## config.mk

```make
export PLATFORM = sky130hd
export DESIGN_NAME = joy_user_port
export DESIGN_NICKNAME = d
export VERILOG_FILES = /design/src/hdl/joy_pkg.sv /design/src/hdl/pad_cap_if.sv /design/src/hdl/joy_mix.sv /design/src/hdl/joy_user_port.sv /design/src/hdl/md_pad_decode.sv /design/src/hdl/md_pad_scan.sv /design/src/hdl/pad_cen_timer.sv
export SDC_FILE = /design/constraint.sdc
export NUM_CORES = 1
export LEC_CHECK = 0
export BUFFER_PORTS_ARGS = -buffer_cell sky130_fd_sc_hd__buf_2
export CAP_MARGIN = 20
export CORE_UTILIZATION = 40
export DETAILED_ROUTE_END_ITERATION = 10
export HOLD_SLACK_MARGIN = 0.12
export PLACE_DENSITY = 0.62
export SLEW_MARGIN = 20
export SYNTH_ARGS = -nofsm -noshare
export SYNTH_HDL_FRONTEND = slang
export SYNTH_SLANG_ARGS = --single-unit
export TNS_END_PERCENT = 100
```

## constraint.sdc

```tcl
create_clock -name clk -period 2.1 [get_ports clk]
set_input_delay 0.315 -clock clk [delete_from_list [all_inputs] [get_ports clk]]
set_output_delay 0.315 -clock clk [all_outputs]
set_load 0.01 [all_outputs]
```

## src/hdl/joy_pkg.sv

```systemverilog
// Mega Drive pad adapter definitions
`default_nettype none

package joy_pkg;

    // ==================================================
    // pad word, active high, one per port
    // ==================================================
    typedef logic [11:0] pad_word_t;

    // bit positions inside a pad word
    localparam int UP_BIT    = 0;
    localparam int DN_BIT    = 1;
    localparam int LT_BIT    = 2;
    localparam int RT_BIT    = 3;
    localparam int B_BIT     = 4;
    localparam int C_BIT     = 5;
    localparam int A_BIT     = 6;
    // bits 7 to 9 stay zero on a 3-button pad
    localparam int START_BIT = 10;
    localparam int MODE_BIT  = 11;

    // ==================================================
    // shared pad pins, active low
    // ==================================================
    typedef logic [5:0] pin_bus_t;

    localparam int PIN_UP = 0;
    localparam int PIN_DN = 1;
    // left and right read low when select is low and a pad is present
    localparam int PIN_LT = 2;
    localparam int PIN_RT = 3;
    // TL is B with select high, A with select low
    localparam int PIN_TL = 4;
    // TR is C with select high, start with select low
    localparam int PIN_TR = 5;

    // scan phases, stepped in declaration order
    typedef enum logic [1:0] {
        PH_HI0 = 2'd0,
        PH_LO0 = 2'd1,
        PH_HI1 = 2'd2,
        PH_LO1 = 2'd3
    } scan_phase_e;

    // default scan divider, 2^11 clocks per phase
    localparam int CEN_W_DEF = 11;

endpackage

`default_nettype wire

```

## src/hdl/pad_cap_if.sv

```systemverilog
// Scan to decode capture link
`default_nettype none

interface pad_cap_if;
    import joy_pkg::*;

    // phase that the pins currently answer
    scan_phase_e phase;
    // one-cycle strobe, sample the pins for this phase
    logic        capture;
    // one-cycle strobe, both pad words are complete
    logic        publish;
    // scan enable forwarded for checking
    logic        cen;

    // scanner drives everything
    modport scan (
        output phase,
        output capture,
        output publish,
        output cen
    );

    // decoder always accepts, no back-pressure
    modport decode (
        input phase,
        input capture,
        input publish,
        input cen
    );

endinterface

`default_nettype wire

```

## src/hdl/joy_mix.sv

```systemverilog
// Pad and USB joystick mixer
`default_nettype none

module joy_mix #(
    parameter int BUTTONS = 2
) (
    input  wire                clk,
    input  wire                rst,
    input  joy_pkg::pad_word_t joy0,
    input  joy_pkg::pad_word_t joy1,
    input  wire                hooked,
    input  wire  [15:0]        usb_joy0,
    input  wire  [15:0]        usb_joy1,
    output logic [15:0]        mix_joy0,
    output logic [15:0]        mix_joy1,
    output logic [5:0]         raw_joy,
    output logic [1:0]         start,
    output logic [1:0]         coin,
    output logic               user_osd
);
    import joy_pkg::*;

    // keeps directions plus the used buttons
    localparam logic [15:0] PAD_MASK = (16'd1 << (BUTTONS + 4)) - 16'd1;

    if (BUTTONS < 1 || BUTTONS > 6) begin : g_bad_buttons
        $error("joy_mix: BUTTONS must be 1 to 6");
    end

    // unused buttons between the last game button and start
    function automatic logic spare_or(pad_word_t w);
        logic acc;
        acc = 1'b0;
        for (int i = 4 + BUTTONS; i < START_BIT; i++) begin
            acc = acc | w[i];
        end
        return acc;
    endfunction

    // ==================================================
    // output registers
    // ==================================================

    always_ff @(posedge clk or posedge rst) begin
        if (rst) begin
            mix_joy0 <= '0;
            mix_joy1 <= '0;
            raw_joy  <= '0;
            start    <= '0;
            coin     <= '0;
            user_osd <= 1'b0;
        end else begin
            mix_joy0 <= ({4'h0, joy0} & PAD_MASK) | usb_joy0;
            mix_joy1 <= ({4'h0, joy1} & PAD_MASK) | usb_joy1;
            // directions and B, C from either pad
            raw_joy  <= joy0[5:0] | joy1[5:0];
            start    <= {joy1[START_BIT], joy0[START_BIT]};
            // a free button doubles as coin when a pad is present
            if (hooked && BUTTONS < 6) begin
                coin <= {joy1[MODE_BIT] | spare_or(joy1), joy0[MODE_BIT] | spare_or(joy0)};
            end else begin
                coin <= {joy1[MODE_BIT], joy0[MODE_BIT]};
            end
            // start plus A on pad 0 opens the menu
            user_osd <= joy0[START_BIT] & joy0[A_BIT];
        end
    end

endmodule

`default_nettype wire

```

## src/hdl/joy_user_port.sv

```systemverilog
// User port Mega Drive adapter
`default_nettype none

module joy_user_port #(
    parameter int CEN_W   = joy_pkg::CEN_W_DEF,
    parameter int BUTTONS = 2
) (
    input  wire         clk,
    input  wire         rst,
    input  wire  [15:0] usb_joy0,
    input  wire  [15:0] usb_joy1,
    input  wire  [7:0]  user_in,
    output logic [7:0]  user_out,
    output logic [15:0] mix_joy0,
    output logic [15:0] mix_joy1,
    output logic [5:0]  raw_joy,
    output logic [1:0]  start,
    output logic [1:0]  coin,
    output logic        user_osd
);
    import joy_pkg::*;

    logic      cen;
    logic      mdsel;
    logic      split;
    logic      hooked;
    pin_bus_t  pin_bus;
    pad_word_t joy0;
    pad_word_t joy1;

    pad_cap_if cap_if ();

    // ==================================================
    // pin map
    // ==================================================

    // TR, TL, right, left, down, up
    assign pin_bus = {user_in[6], user_in[3], user_in[5], user_in[7], user_in[1], user_in[2]};

    // unused outputs idle high, 8'hEF with select high and split low
    assign user_out = {3'b111, split, 3'b111, mdsel};

    // ==================================================
    // blocks
    // ==================================================

    pad_cen_timer #(
        .CEN_W (CEN_W)
    ) u_timer (
        .clk (clk),
        .rst (rst),
        .cen (cen)
    );

    md_pad_scan u_scan (
        .clk   (clk),
        .rst   (rst),
        .cen   (cen),
        .cap   (cap_if.scan),
        .mdsel (mdsel),
        .split (split)
    );

    md_pad_decode u_decode (
        .clk    (clk),
        .rst    (rst),
        .cap    (cap_if.decode),
        .pins   (pin_bus),
        .joy0   (joy0),
        .joy1   (joy1),
        .hooked (hooked)
    );

    joy_mix #(
        .BUTTONS (BUTTONS)
    ) u_mix (
        .clk      (clk),
        .rst      (rst),
        .joy0     (joy0),
        .joy1     (joy1),
        .hooked   (hooked),
        .usb_joy0 (usb_joy0),
        .usb_joy1 (usb_joy1),
        .mix_joy0 (mix_joy0),
        .mix_joy1 (mix_joy1),
        .raw_joy  (raw_joy),
        .start    (start),
        .coin     (coin),
        .user_osd (user_osd)
    );

endmodule

`default_nettype wire

```

## src/hdl/md_pad_decode.sv

```systemverilog
// Mega Drive pad decoder
`default_nettype none

module md_pad_decode (
    input  wire                clk,
    input  wire                rst,
    pad_cap_if.decode          cap,
    input  joy_pkg::pin_bus_t  pins,
    output joy_pkg::pad_word_t joy0,
    output joy_pkg::pad_word_t joy1,
    output logic               hooked
);
    import joy_pkg::*;

    // staging per pad: six select-high bits, A and start, plugged flag
    logic [1:0][5:0] hi_q;
    logic [1:0][5:0] hi_d;
    logic [1:0][1:0] lo_q;
    logic [1:0][1:0] lo_d;
    logic [1:0]      plug_q;
    logic [1:0]      plug_d;

    pin_bus_t pin_act;
    logic     pad_idx;
    logic     sel_high;

    // buttons read active high from here on
    assign pin_act  = ~pins;
    // phase msb picks the pad, odd phases are select low
    assign pad_idx  = cap.phase[1];
    assign sel_high = (cap.phase == PH_HI0) || (cap.phase == PH_HI1);

    // ==================================================
    // staging update
    // ==================================================

    always_comb begin
        hi_d   = hi_q;
        lo_d   = lo_q;
        plug_d = plug_q;
        if (cap.capture) begin
            if (sel_high) begin
                // up, down, left, right, B, C in pin order
                hi_d[pad_idx] = pin_act;
            end else begin
                // bit 0 A, bit 1 start
                lo_d[pad_idx] = {pin_act[PIN_TR], pin_act[PIN_TL]};
                // a 3-button pad pulls left and right low here
                plug_d[pad_idx] = pin_act[PIN_LT] & pin_act[PIN_RT];
            end
        end
    end

    always_ff @(posedge clk) begin
        hi_q <= hi_d;
        lo_q <= lo_d;
    end

    always_ff @(posedge clk or posedge rst) begin
        if (rst) begin
            plug_q <= '0;
        end else begin
            plug_q <= plug_d;
        end
    end

    // ==================================================
    // word assembly
    // ==================================================

    // absent pads publish an all-zero word
    function automatic pad_word_t build_word(logic [5:0] hi, logic [1:0] lo, logic plug);
        pad_word_t w;
        w            = '0;
        w[UP_BIT]    = hi[PIN_UP];
        w[DN_BIT]    = hi[PIN_DN];
        w[LT_BIT]    = hi[PIN_LT];
        w[RT_BIT]    = hi[PIN_RT];
        w[B_BIT]     = hi[PIN_TL];
        w[C_BIT]     = hi[PIN_TR];
        w[A_BIT]     = lo[0];
        w[START_BIT] = lo[1];
        if (!plug) begin
            w = '0;
        end
        return w;
    endfunction

    // built from the next staging so the pad 1 low half
    // captured with publish is already included
    always_ff @(posedge clk or posedge rst) begin
        if (rst) begin
            joy0   <= '0;
            joy1   <= '0;
            hooked <= 1'b0;
        end else if (cap.publish) begin
            joy0   <= build_word(hi_d[0], lo_d[0], plug_d[0]);
            joy1   <= build_word(hi_d[1], lo_d[1], plug_d[1]);
            hooked <= |plug_d;
        end
    end

    // ==================================================
    // checks
    // ==================================================

    // strobes from the scanner only come on the timer enable
    a_capture_cen: assert property (
        @(posedge clk) disable iff (rst)
        cap.capture |-> cap.cen
    );

endmodule

`default_nettype wire

```

## src/hdl/md_pad_scan.sv

```systemverilog
// Mega Drive pad scan FSM
`default_nettype none

module md_pad_scan (
    input  wire            clk,
    input  wire            rst,
    input  wire            cen,
    pad_cap_if.scan        cap,
    output logic           mdsel,
    output logic           split
);
    import joy_pkg::*;

    scan_phase_e phase;
    scan_phase_e phase_nxt;

    // ==================================================
    // phase sequencing
    // ==================================================

    // pad 0 high, pad 0 low, pad 1 high, pad 1 low
    always_comb begin
        case (phase)
            PH_HI0:  phase_nxt = PH_LO0;
            PH_LO0:  phase_nxt = PH_HI1;
            PH_HI1:  phase_nxt = PH_LO1;
            default: phase_nxt = PH_HI0;
        endcase
    end

    // one full cen period per phase
    always_ff @(posedge clk or posedge rst) begin
        if (rst) begin
            phase <= PH_HI0;
        end else if (cen) begin
            phase <= phase_nxt;
        end
    end

    // ==================================================
    // bus pins
    // ==================================================

    // select and split follow the phase register,
    // so they move on the cycle after cen
    always_comb begin
        case (phase)
            PH_HI0: begin
                split = 1'b0;
                mdsel = 1'b1;
            end
            PH_LO0: begin
                split = 1'b0;
                mdsel = 1'b0;
            end
            PH_HI1: begin
                split = 1'b1;
                mdsel = 1'b1;
            end
            default: begin
                split = 1'b1;
                mdsel = 1'b0;
            end
        endcase
    end

    // ==================================================
    // capture strobes
    // ==================================================

    // pins have settled for a whole period by the time cen fires,
    // capture carries the phase that is about to end
    assign cap.phase   = phase;
    assign cap.capture = cen;
    // last half-word of the scan, both words are ready
    assign cap.publish = cen && (phase == PH_LO1);
    assign cap.cen     = cen;

    // ==================================================
    // checks
    // ==================================================

    // the phase only steps on the edge that closes a cen cycle
    a_phase_on_cen: assert property (
        @(posedge clk) disable iff (rst)
        (phase != $past(phase)) |-> $past(cen)
    );

endmodule

`default_nettype wire

```

## src/hdl/pad_cen_timer.sv

```systemverilog
// Scan clock enable
`default_nettype none

module pad_cen_timer #(
    parameter int CEN_W = joy_pkg::CEN_W_DEF
) (
    input  wire  clk,
    input  wire  rst,
    output logic cen
);

    // free-running phase counter
    logic [CEN_W-1:0] cnt;

    always_ff @(posedge clk or posedge rst) begin
        if (rst) begin
            cnt <= '0;
            cen <= 1'b0;
        end else begin
            // wraps every 2^CEN_W clocks
            cnt <= cnt + CEN_W'(1);
            // one pulse on the all-ones count
            cen <= &cnt;
        end
    end

    // ==================================================
    // checks
    // ==================================================

    // pulse never stretches into a second cycle
    a_cen_single: assert property (
        @(posedge clk) disable iff (rst)
        cen |=> !cen
    );

endmodule

`default_nettype wire

```

**After elaboration in Yosys (flattened, before gate mapping)**

Cells that the tools add are included.

- Register bits after elaboration: 100
- Input bits: 42
- Output and inout bits: 51
- Logic and storage cells: 66

- Add/subtract/negate cells: 1
- Magnitude comparators: 2
- Equal/unequal tests: 3
- Mux-type cells: 21
- Bitwise operators: 14
- Reductions and logical operators: 8

Operators with widths:

| kind | count |
|---|---|
| $or A6 B16 Y16 | 2 |
| $mux W12 | 2 |
| $mux W11 | 2 |
| $bwmux W12 | 1 |
| $add A11 B1 Y11 const B | 1 |
| $reduce_and A11 Y1 | 1 |
| $mux W2 | 4 |
| $mux W4 | 2 |
| $or A1 B1 Y1 | 8 |
| $demux W6 S1 | 1 |
| $mux W6 | 1 |
| $not A6 Y6 | 1 |
| $or A6 B6 Y6 | 1 |
| $pmux W2 S3 | 1 |
| $reduce_or A2 Y1 | 3 |
| $bwmux W4 | 1 |
| $eq A2 B2 Y1 const B | 2 |
| $mux W1 | 3 |
| $and A1 B1 Y1 | 2 |
| $bwmux W2 | 1 |
| $demux W2 S1 | 1 |
| $eq A2 B1 Y1 const B | 1 |
| $logic_and A1 B1 Y1 | 2 |
| $logic_not A2 Y1 | 1 |
| 4 further kinds | 4 |

**Longest topological paths before layout**

Gate-level depths: netlist of the first run.

- Word-level depth: 8
- Depth in mapped cells: 8
- Gate-level depth less buffers: 6

**Cells and area by module**

Synthesis of the first run repeated with hierarchy kept, for this count alone.

- Cells, all modules: 262
- Area total of the unflattened synthesis: 3319.4 um^2

By module, submodules not included:

| module | instances | cells each | area each (um^2) |
|---|---|---|---|
| md_pad_decode | 1 | 131 | 1383.8 |
| joy_mix | 1 | 67 | 1228.7 |
| pad_cen_timer | 1 | 37 | 481.7 |
| md_pad_scan | 1 | 18 | 161.4 |
| joy_user_port | 1 | 9 | 63.8 |

**Least setup slack after synthesis of the first run**

OpenSTA, ideal clock, no wires.

- Path kind: register to register
- Start point: register u_scan.phase[1], in the netlist u_scan.cap.phase[1]
- End point: register u_decode.hooked
- Setup time: 0.142 ns
- Arrival time: 1.574 ns
- Slack: 0.385 ns
- Stages on the path, launching flop included: 8
- Buffers on the path: 1
- Period minus slack after synthesis: 1.715 ns
- Cell sequence: dfrtp_1 > inv_1 > ha_1 > nor2_2 > buf_6 > nand3_4 > mux2i_4 > a41oi_2

- Longest elaborated chain between the ends: 8

RTL lines:

| what | RTL line | source |
|---|---|---|
| start: declaration | md_pad_scan.sv:14 | `scan_phase_e phase;` |
| start signal: assignment | md_pad_scan.sv:36 | `phase <= phase_nxt;` |
| $lt A1 B2 Y1 (implied by the code) or $ge A1 B1 Y1 (tied branches) | md_pad_decode.sv:49 | `plug_d[pad_idx] = pin_act[PIN_LT] & pin_act[PIN_RT];` |
| $logic_and A1 B1 Y1 (implied by the code) | md_pad_decode.sv:49 |  |
| $mux W1 (implied by the code) | md_pad_decode.sv:49 |  |
| $demux W1 S1 | -- |  |
| $bwmux W2 | md_pad_decode.sv:49 |  |
| $mux W2 | md_pad_decode.sv:42 | `if (sel_high) begin` |
| $mux W2 | md_pad_decode.sv:41 | `if (cap.capture) begin` |
| $reduce_or A2 Y1 | md_pad_decode.sv:99 | `hooked <= \|plug_d;` |
| end signal: assignment | md_pad_decode.sv:99 |  |
| end: declaration | md_pad_decode.sv:11 | `output logic hooked` |

Parallel ways exist; a longest one is shown, timed or not.
A chain may end at the register's enable or synchronous reset.

**Final worst setup path of the first run**

- Start point: register u_scan.phase[1], in the netlist u_scan.cap.phase[1]
- End point: output user_out[0]

- Longest elaborated chain between the ends: 3

RTL lines:

| what | RTL line | source |
|---|---|---|
| $eq A2 B2 Y1 or $logic_not A2 Y1 (tied branches) | md_pad_scan.sv:47 | `case (phase)` |
| $reduce_or A2 Y1 (no line) (*) | -- |  |
| $mux W1 (*) | md_pad_scan.sv:47 |  |
| end: declaration | joy_user_port.sv:13 | `output logic [7:0] user_out,` |

Every way passes the cells marked *; elsewhere a longest branch is shown, timed or not.

==> results.sh, run 1 <==
export IMPL_critPathMaxStageDelay_ps=460
export IMPL_syn2layout_area_growth_pct=31.53
export IMPL_io_buffers=84
export IMPL_antenna_found_initial=0
export IMPL_die_area_mm2=0.008539
export IMPL_hold_viol_final=0
export IMPL_critPathSlowestCell="dfrtp_1"
export IMPL_maxCapViolations=0
export IMPL_hold_start="usb_joy0[0]"
export IMPL_place_gp_congestion=0.7285
export IMPL_critPathArrivalTime_ps=1630
export IMPL_p_seq_frac=0.552
export IMPL_routed_wirelength_mm=5.704
export IMPL_nFillCells=711
export IMPL_finalSetupTns_ps=0
export IMPL_grt_max_degree=42
export IMPL_finalMaxSlewViolations=0
export IMPL_cts_tree="yes"
export IMPL_worst_path_most_repeated_cell="inv_1"
export IMPL_power_internal_w=0.002586
export IMPL_detail_route_antenna_nets=0
export IMPL_crit_chain="inv_1, ha_1, nor2_4, buf_4, inv_1, buf_2"
export IMPL_combinationalPowerShare=0.051
export IMPL_yosys_warnings=0
export IMPL_drtIter0Drc=37
export IMPL_cts_sinks=92
export IMPL_grtUsageTotal=0.1432
export IMPL_synth_edf_count=0
export IMPL_clockPowerShare=0.397
export IMPL_layout_nets=425
export IMPL_start_kind="flip-flop"
export IMPL_regArea_mm2=0.002222
export IMPL_multi_input_area_um2=874.6
export IMPL_worstMarginPinSlew_ps=531.3
export IMPL_grt_pass1_wl_mm=9.397
export IMPL_antenna_cells=0
export IMPL_start_util=0.4188
export IMPL_yosysSeqAreaShare=0.6797
export IMPL_cts_buffers=9
export IMPL_cp_end_kind="primary output"
export IMPL_cts_setup_buffers=0
export IMPL_hold_path_class="in -> reg"
export IMPL_status="completed"
export IMPL_setup_viol=0
export IMPL_synthTopCellsByArea="dfrtp_1 58%, dfxtp_1 9.8%, o31ai_1 3.7%"
export IMPL_grt_pass1_vias=2055
export IMPL_boundaryPins=93
export IMPL_rsz0062_at_grt="false"
export IMPL_die_height_um=92.41
export IMPL_coreArea_mm2=0.007807
export IMPL_synthArstFlopShare=0.8261
export IMPL_syn_inst=259
export IMPL_cp_num_cells=6
export IMPL_vias=2121
export IMPL_ir_drop_v=0.0003130
export IMPL_cp_startpoint="u_scan.cap.phase[1]"
export IMPL_synth_area_leader_cell="dfrtp_1"
export IMPL_critical_path_buf_inv_count=4
export IMPL_min_period_ps=1945
export IMPL_vias_per_cell=4.373
export IMPL_slew_headroom=0.6448
export IMPL_ys_ff_latch=92
export IMPL_power_density_mw_per_mm2=760.9
export IMPL_synth_area_mm2=0.003269
export IMPL_globalRouteOverflowTotal=0
export IMPL_row_count=32
export IMPL_p_switching_w=0.0006863
export IMPL_cts_root_buf="clkbuf_8"
export IMPL_syn_area_per_cell_um2=12.62
export IMPL_yosysUniqueCellTypes=33
export IMPL_skew_ps=6.950
export IMPL_cts_clk_slew_worst_paths_ps=90
export IMPL_drtPass1Iterations=4
export IMPL_r2r_start="u_scan.cap.phase[1]"
export IMPL_drc_errors=0
export IMPL_die_w_um=92.41
export IMPL_required_ps=1780
export IMPL_final_area_mm2=0.004300
export IMPL_cts_buffer_depth=2
export IMPL_worstSetupPathType="reg -> out"
export IMPL_drive_gt1_frac=0.3603
export IMPL_reg2reg_depth=7
export IMPL_crit_fanout=6
export IMPL_synthFlopType="dfrtp_1"
export IMPL_place_area_mm2=0.003860
export IMPL_routedWlPerCell_um=11.76
export IMPL_final_util=0.5508
export IMPL_swShare=0.2097
export IMPL_insertion_delay_ps=350
export IMPL_hold_depth=2
export IMPL_total_power_w=0.003272
export IMPL_synth_top_area_frac=0.5817
export IMPL_path_delay_family="flip-flops"
export IMPL_dp_hpwl_mm=3.845
export IMPL_period_share=0.9262
export IMPL_htree_levels=3
export IMPL_p_leak_nw=1.996
export IMPL_max_freq_mhz=514.1
-- cells in the mapped netlist, types with 5 or more instances --
cell,number
a21oi_1,8
buf_4,10
dfrtp_1,76
dfxtp_1,16
ha_1,5
inv_1,25
nand2_1,25
nand3_1,6
nor2_1,6
nor3_1,6
o21a_1,6
o31ai_1,16
or2_2,18
xnor2_1,5
-- power groups by stage --
stage          combinational, W  clock (W)  sequential (W)
2_1_floorplan         0.0000548          0         0.00185
3_3_place_gp           0.000140          0         0.00184
3_5_place_dp           0.000142          0         0.00184
4_1_cts                0.000172    0.00134         0.00181
5_1_grt                0.000188    0.00140         0.00181
6_report               0.000168    0.00130         0.00181
-- layout make-up --
class                      count  share of cell area
sequential                    92              0.5167
timing repair buffer         118              0.1752
multi-input combinational    132              0.2034
clock buffer                  11             0.03288
clock inverter                 5             0.01949
tap                          102             0.02968
inverter                      25             0.02269
-- sequential cells by signal, indices dropped and copies added (netlist names), 2 cells and up --
signal and count:
u_decode.hi_q 12, u_decode.joy0 8, u_decode.joy1 8, u_decode.lo_q 4
u_decode.plug_q 2, u_mix.coin 2, u_mix.mix_joy0 16, u_mix.mix_joy1 16
u_mix.raw_joy 6, u_mix.start 2, u_scan.cap.phase 2, u_timer.cnt 11
-- stage by stage --
stage | std cells | setup WS (ps) | hold WS [ps]
after floorplan | 264 | 384.5 | 346.4
after global placement | 448 | 230.2 | 329.5
after detailed placement | 448 | 158.3 | 333.6
after CTS | 485 | 44.88 | 127.6
after global routing | 485 | 20.98 | 132.8
final | 485 | 155.0 | 140.8
-- cell usage in the layout (no fill, tap or decap), types with 3 or more instances in the layout --
| cell | synthesis | layout |
|---|---|---|
| a21oi_1 | 8 | 8 |
| and2_1 | 4 | 4 |
| buf_2 | 1 | 84 |
| buf_4 | 10 | 11 |
| clkbuf_8 | 0 | 10 |
| clkinvlp_4 | 0 | 3 |
| conb_1 | 1 | 6 |
| dfrtp_1 | 76 | 76 |
| dfxtp_1 | 16 | 16 |
| dlygate4sd3_1 | 0 | 21 |
| ha_1 | 5 | 5 |
| inv_1 | 25 | 24 |
| mux2i_1 | 4 | 4 |
| nand2_1 | 25 | 25 |
| nand3_1 | 6 | 6 |
| nor2_1 | 6 | 6 |
| nor3_1 | 6 | 6 |
| o21a_1 | 6 | 6 |
| o31ai_1 | 16 | 16 |
| or2_2 | 18 | 18 |
| xnor2_1 | 5 | 5 |
| xor2_1 | 4 | 4 |
-- cells by family after synthesis --
kind of cell | count (synthesis) | synth area share
adder cells (fa/ha/maj) | 5 | 0.01914
other | 1 | 0.001147
multiplexers | 6 | 0.02602
flip-flops | 92 | 0.6797
XOR/XNOR | 9 | 0.02411
AO/OA/AOI/OAI | 33 | 0.07310
AND/OR/NAND/NOR | 73 | 0.1167
buffers and inverters | 40 | 0.06008
-- routing by layer --
metal / vias to the layer above / track usage / share of wire
met2: 61 / 0.2346 / 0.49
met3: 8 / 0.03695 / 0.049
met5: - / 0 / 0
li1: 1062 / - / -
met1: 990 / 0.1771 / 0.45
met4: 0 / 0.06641 / 0.014
-- worst paths after layout --
path	slack, ps	end
worst max-delay path	150	user_out[0]
worst min-delay path	140	u_mix.mix_joy0[0]
worst max register to register	220	u_decode.joy1[5]
worst min register to register	400	u_mix.start[1]
max in group asynchronous	1040	u_mix.raw_joy[5]
min in group asynchronous	490	u_mix.coin[1]
-- timing repair --
item                                    CTS  global route
resized for setup                         0             2
endpoints found under the hold margin    36             0
endpoints found under the setup margin    0             6
hold buffers                             21             0
(Power assumes the default switching activity.)
==> run 2, diff against run 1 <==
--- a/config.mk
+++ b/config.mk
@@ -7,6 +7,7 @@
 export LEC_CHECK = 0
 export BUFFER_PORTS_ARGS = -buffer_cell sky130_fd_sc_hd__buf_2
 export CAP_MARGIN = 20
+export CORE_MARGIN = 2
 export CORE_UTILIZATION = 40
 export DETAILED_ROUTE_END_ITERATION = 10
 export HOLD_SLACK_MARGIN = 0.12
@@ -15,4 +16,4 @@
 export SYNTH_ARGS = -nofsm -noshare
 export SYNTH_HDL_FRONTEND = slang
 export SYNTH_SLANG_ARGS = --single-unit
-export TNS_END_PERCENT = 100
+export TNS_END_PERCENT = 10
==> run 2 against run 1 <==
Effect of this change: critical path depth stayed put; sequential share of layout area is 0.81 points higher; flip-flop and latch count stayed put; sequential power hardly changed; first-iteration DRC count is 51% higher; clock power is 13% lower; die area is 4.4% higher; non-clock buffer count is 1 lower; clock-buffer cell count is 1 lower; setup slack better by 17 ps; via count is 1.8% higher; largest cell class unchanged; largest power group unchanged; highest routed layer unchanged.
==> results.sh, run 2 (same netlist as run 1, synthesis figures left out) <==
export IMPL_start_kind="flip-flop"
export IMPL_m1WireLength_mm=2.549
export IMPL_drive_gt1_frac=0.3586
export IMPL_drtPass1Iterations=4
export IMPL_die_height_um=94.41
export IMPL_max_freq_mhz=518.6
export IMPL_cts_root_buf="clkbuf_8"
export IMPL_slew_headroom=0.6275
export IMPL_nFillCells=719
export IMPL_hold_path_class="in -> reg"
export IMPL_grt_max_degree=44
export IMPL_finalSetupTns_ps=0
export IMPL_cts_buffer_depth=2
export IMPL_detail_route_antenna_nets=0
export IMPL_cp_end_kind="primary output"
export IMPL_place_area_mm2=0.003827
export IMPL_place_gp_congestion=0.7336
export IMPL_final_common_cell="buf_2"
export IMPL_layout_nets=424
export IMPL_period_share=0.9182
export IMPL_grt_pass1_wl_mm=9.563
export IMPL_combinationalPowerShare=0.054
export IMPL_r2r_start="u_scan.cap.phase[1]"
export IMPL_maxCapViolations=0
export IMPL_antenna_found_initial=0
export IMPL_final_cell_mix="84 x buf_2, 76 x dfrtp_1, 25 x nand2_1"
export IMPL_setup_viol=0
export IMPL_hold_slack_ps=152.3
export IMPL_critPathArrivalTime_ps=1610
export IMPL_die_area_mm2=0.008912
export IMPL_required_ps=1780
export IMPL_rsz0062_at_grt="false"
export IMPL_dp_hpwl_mm=3.987
export IMPL_route_met2_wl_mm=2.986
export IMPL_power_internal_w=0.002426
export IMPL_maxUsedRoutingLayer="met4"
export IMPL_worstMarginPinSlew_ps=557.2
export IMPL_skew_ps=6.077
export IMPL_boundaryPins=93
export IMPL_p_leak_nw=1.967
export IMPL_cp_startpoint="u_scan.cap.phase[1]"
export IMPL_status="completed"
export IMPL_io_buffers=84
export IMPL_vias_per_cell=4.461
export IMPL_cts_tree="yes"
export IMPL_top_regs="u_mix.mix_joy0 x16, u_mix.mix_joy1 x16, u_decode.hi_q x12"
export IMPL_antenna_cells=0
export IMPL_hold_viol_final=0
export IMPL_die_w_um=94.41
export IMPL_cts_buffers=9
export IMPL_row_count=32
export IMPL_grt_pass1_vias=2075
export IMPL_finalMaxSlewViolations=0
export IMPL_grtUsageTotal=0.1405
export IMPL_p_seq_frac=0.582
export IMPL_insertion_delay_ps=340
export IMPL_worstSetupPathType="reg -> out"
export IMPL_routed_wirelength_mm=5.870
export IMPL_swShare=0.2178
export IMPL_hold_start="usb_joy1[0]"
export IMPL_drc_errors=0
export IMPL_globalRouteOverflowTotal=0
export IMPL_htree_levels=3
export IMPL_syn2layout_area_growth_pct=29.51
export IMPL_cts_sinks=92
export IMPL_wl_met3_um=273
export IMPL_clockPowerShare=0.365
export IMPL_ir_drop_v=0.0002411
export IMPL_routedWlPerCell_um=12.13
export IMPL_drtIter0Drc=56
export IMPL_coreArea_mm2=0.007807
export IMPL_p_switching_w=0.0006756
export IMPL_start_util=0.4188
export IMPL_cts_clk_slew_worst_paths_ps=90
export IMPL_final_area_mm2=0.004234
export IMPL_min_period_ps=1928
export IMPL_crit_fanout=6
export IMPL_power_density_mw_per_mm2=732.6
export IMPL_vias=2159
## run 2: cell types whose count changed in the layout (fill, tap and decap cells not counted)
cell / previous run / this run
buf_12: 2 / 0
clkinv_2: 0 / 2
buf_4: 11 / 12
bufinv_16: 2 / 1
clkbuf_8: 10 / 9
## run 2: power by group through the flow
| stage | Clock, W | Combinational [W] | Sequential, W |
|---|---|---|---|
| global placement | 0 | 0.000137 | 0.00184 |
| detailed placement | 0 | 0.000139 | 0.00184 |
| CTS | 0.00118 | 0.000170 | 0.00180 |
| finish | 0.00113 | 0.000166 | 0.00180 |
| global route | 0.00126 | 0.000185 | 0.00181 |
| floorplan | 0 | 0.0000548 | 0.00185 |
## run 2: routing by layer
layer / global-route usage / up-vias
met2: 0.2363 / 51
li1: - / 1062
met1: 0.1720 / 1041
met5: 0 / -
met3: 0.04230 / 5
met4: 0.05072 / 0
## run 2: path summary, 6_finish.rpt
kind / slack, ps / endpoint / cells past startpoint
max: 170 / user_out[0] / 6
min: 150 / u_mix.mix_joy1[0] / 2
max reg2reg: 220 / u_decode.joy0[2] / 7
min reg2reg: 380 / u_mix.start[1] / 0
max in group asynchronous: 1030 / u_decode.joy1[2] / 4
min in group asynchronous: 650 / u_mix.mix_joy0[8] / 4
## run 2: final cells by class
cell class / instances / area, um^2 / share of cell area
Sequential cell: 92 / 2222 / 0.5248
Multi-Input combinational cell: 132 / 874.6 / 0.2066
Timing Repair Buffer: 117 / 720.7 / 0.1702
Clock buffer: 10 / 127.6 / 0.03014
Tap cell: 102 / 127.6 / 0.03014
Inverter: 25 / 97.59 / 0.02305
Clock inverter: 6 / 63.81 / 0.01507
## run 2: timing repair
action                                 CTS  global route
setup endpoints to repair                0             7
hold buffers                            21             0
buffers inserted                         0             0
endpoints found under the hold margin   53             0
gates resized for setup                  0             2
## run 2: critical path, cell delays in order (launching register included)
cell	delay, ps
dfrtp_1	460
inv_1	90
ha_1	250
nor2_4	170
buf_4	140
inv_1	30
buf_2	130
## run 2: per-stage QoR
stage,setup WS [ps],util,std cells,power [W]
floorplan,384.5,-,264,0.001907
detailed placement,54.64,0.4902,447,0.001980
CTS,21.09,0.5417,484,0.003155
global placement,156.4,0.4902,447,0.001977
finish,171.8,0.5423,484,0.003102
global route,49.81,0.5423,484,0.003250
==> run 3, diff against run 2 <==
--- a/config.mk
+++ b/config.mk
@@ -7,11 +7,13 @@
 export LEC_CHECK = 0
 export BUFFER_PORTS_ARGS = -buffer_cell sky130_fd_sc_hd__buf_2
 export CAP_MARGIN = 20
+export CELL_PAD_IN_SITES_DETAIL_PLACEMENT = 1
+export CELL_PAD_IN_SITES_GLOBAL_PLACEMENT = 1
 export CORE_MARGIN = 2
-export CORE_UTILIZATION = 40
+export CORE_UTILIZATION = 36
 export DETAILED_ROUTE_END_ITERATION = 10
 export HOLD_SLACK_MARGIN = 0.12
-export PLACE_DENSITY = 0.62
+export PLACE_DENSITY = 0.7
 export SLEW_MARGIN = 20
 export SYNTH_ARGS = -nofsm -noshare
 export SYNTH_HDL_FRONTEND = slang
==> run 3 against run 2 <==
Effect of this change: clock power up 6%; via count up 0.74%; highest routed layer unchanged; clock skew up 0.87 ps; first-iteration DRC count up 20%; critical path type unchanged.
==> results.sh, run 3 (same netlist as run 1, synthesis figures left out) <==
export IMPL_status="completed"
export IMPL_start_util=0.3731
export IMPL_hold_start="usb_joy1[3]"
export IMPL_min_period_ps=2001
export IMPL_fin_cells=487
export IMPL_cp_end_kind="primary output"
export IMPL_place_area_mm2=0.003810
export IMPL_io_buffers=84
export IMPL_p_leak_nw=1.965
export IMPL_boundaryPins=93
export IMPL_cts_clk_slew_worst_paths_ps=90
export IMPL_hold_end="u_mix.mix_joy1[3]"
export IMPL_r2r_end="u_decode.hooked"
export IMPL_r2r_start="u_scan.cap.phase[0]"
export IMPL_period_share=0.9530
export IMPL_drtPass1Iterations=4
export IMPL_combinationalPowerShare=0.053
export IMPL_skew_ps=6.948
export IMPL_place_gp_congestion=0.7028
export IMPL_pre_cts_ws_ps=58.87
export IMPL_cts_tree="yes"
export IMPL_globalRouteOverflowTotal=0
export IMPL_crit_fanout=9
export IMPL_slew_headroom=0.6046
export IMPL_hold_viol_final=0
export IMPL_worstSetupPathType="reg -> out"
export IMPL_setup_viol=0
export IMPL_cts_sinks=92
export IMPL_routed_wirelength_mm=6.661
export IMPL_antenna_found_initial=0
export IMPL_swShare=0.2233
export IMPL_cts_root_buf="clkbuf_8"
export IMPL_grt_pass1_vias=2363
export IMPL_reg2reg_slack_ps=210
export IMPL_max_freq_mhz=499.7
export IMPL_die_w_um=99.30
export IMPL_dp_cells=448
export IMPL_ir_drop_v=0.0003357
export IMPL_vias_per_cell=4.466
export IMPL_setup_ws_ps=98.75
export IMPL_drive_gt1_frac=0.3536
export IMPL_final_common_cell="buf_2"
export IMPL_power_density_mw_per_mm2=747.4
export IMPL_htree_levels=3
export IMPL_top_regs="u_mix.mix_joy0 x16, u_mix.mix_joy1 x16, u_decode.hi_q x12"
export IMPL_required_ps=1780
export IMPL_final_area_mm2=0.004245
export IMPL_row_count=34
export IMPL_detail_route_antenna_nets=0
export IMPL_worstMarginPinSlew_ps=591.4
export IMPL_hold_slack_ps=133.0
export IMPL_finalMaxSlewViolations=0
export IMPL_layout_nets=421
export IMPL_coreArea_mm2=0.008763
export IMPL_final_cell_mix="84 x buf_2, 75 x dfrtp_1, 25 x nand2_1"
export IMPL_die_area_mm2=0.009860
export IMPL_die_height_um=99.30
export IMPL_cts_buffers=9
export IMPL_drc_errors=0
export IMPL_maxCapViolations=0
export IMPL_power_internal_w=0.002465
export IMPL_insertion_delay_ps=360
export IMPL_grt_max_degree=77
export IMPL_finalSetupTns_ps=0
export IMPL_cts_buffer_depth=2
export IMPL_p_switching_w=0.0007084
export IMPL_start_kind="flip-flop"
export IMPL_syn2layout_area_growth_pct=29.85
export IMPL_antenna_cells=0
export IMPL_reg2reg_depth=6
export IMPL_drtIter0Drc=67
export IMPL_routedWlPerCell_um=13.68
export IMPL_critPathArrivalTime_ps=1690
export IMPL_hold_path_class="in -> reg"
export IMPL_cts_setup_buffers=0
export IMPL_hold_depth=2
export IMPL_grtUsageTotal=0.1460
export IMPL_rsz0062_at_grt="true"
export IMPL_grt_pass1_wl_mm=11.14
export IMPL_p_seq_frac=0.569
export IMPL_vias=2175
export IMPL_dp_hpwl_mm=4.467
export IMPL_clockPowerShare=0.378
run 3: worst max-delay path, stage by stage, from the launching register on:
cell	delay, ps
dfrtp_1	410
inv_1	80
ha_1	250
nor2_2	200
buf_4	220
inv_1	50
buf_2	130
run 3: per-stage QoR:
step	utilization	power (W)
floorplan	-	0.001907
global placement	0.4348	0.001977
detailed placement	0.4348	0.001982
CTS	0.4840	0.003229
global route	0.4844	0.003302
finish	0.4844	0.003173
run 3: routing by layer:
metal  vias up  GRT usage  part of all wire
li1       1046          -                 -
met1      1064     0.1610              0.40
met2        53     0.2583              0.52
met3        12    0.03584             0.048
met4         0    0.07903             0.024
met5         -          0                 0
run 3: final cells by class:
class,count,area [um^2]
clock buffers,11,141.4
clock inverters,5,60.06
fillers,957,4518
inverters,25,97.59
multi-input cells,132,872.1
flip-flops and latches,92,2223
well taps,108,135.1
repair buffers,114,715.7
run 3: power by group through the flow:
stage / logic (W) / clock network [W] / registers (W)
after global placement: 0.000137 / 0 / 0.00184
final: 0.000170 / 0.00120 / 0.00181
after detailed placement: 0.000140 / 0 / 0.00184
after floorplan: 0.0000548 / 0 / 0.00185
after CTS: 0.000174 / 0.00125 / 0.00181
after global routing: 0.000192 / 0.00130 / 0.00181
run 3: worst max-delay path by stage:
stage	from	end	slack, ps	depth (start not counted)
after global routing	u_scan.cap.phase[0]	user_out[0]	-30	6
final	u_scan.cap.phase[0]	user_out[0]	100	6
after global placement	u_scan.cap.phase[1]	u_decode.joy0[2]	140	7
after CTS	u_scan.cap.phase[1]	user_out[0]	30	6
after detailed placement	u_scan.cap.phase[1]	u_decode.joy0[3]	60	7
after floorplan	u_scan.cap.phase[1]	u_decode.hooked	380	7
run 3: what timing repair did:
item | CTS | global route
hold buffers | 23 | 0
pin swaps | 0 | 0
setup endpoints to repair | 1 | 5
cloned | 0 | 0
endpoints found under the hold margin | 98 | 0
gates resized for setup | 1 | 2
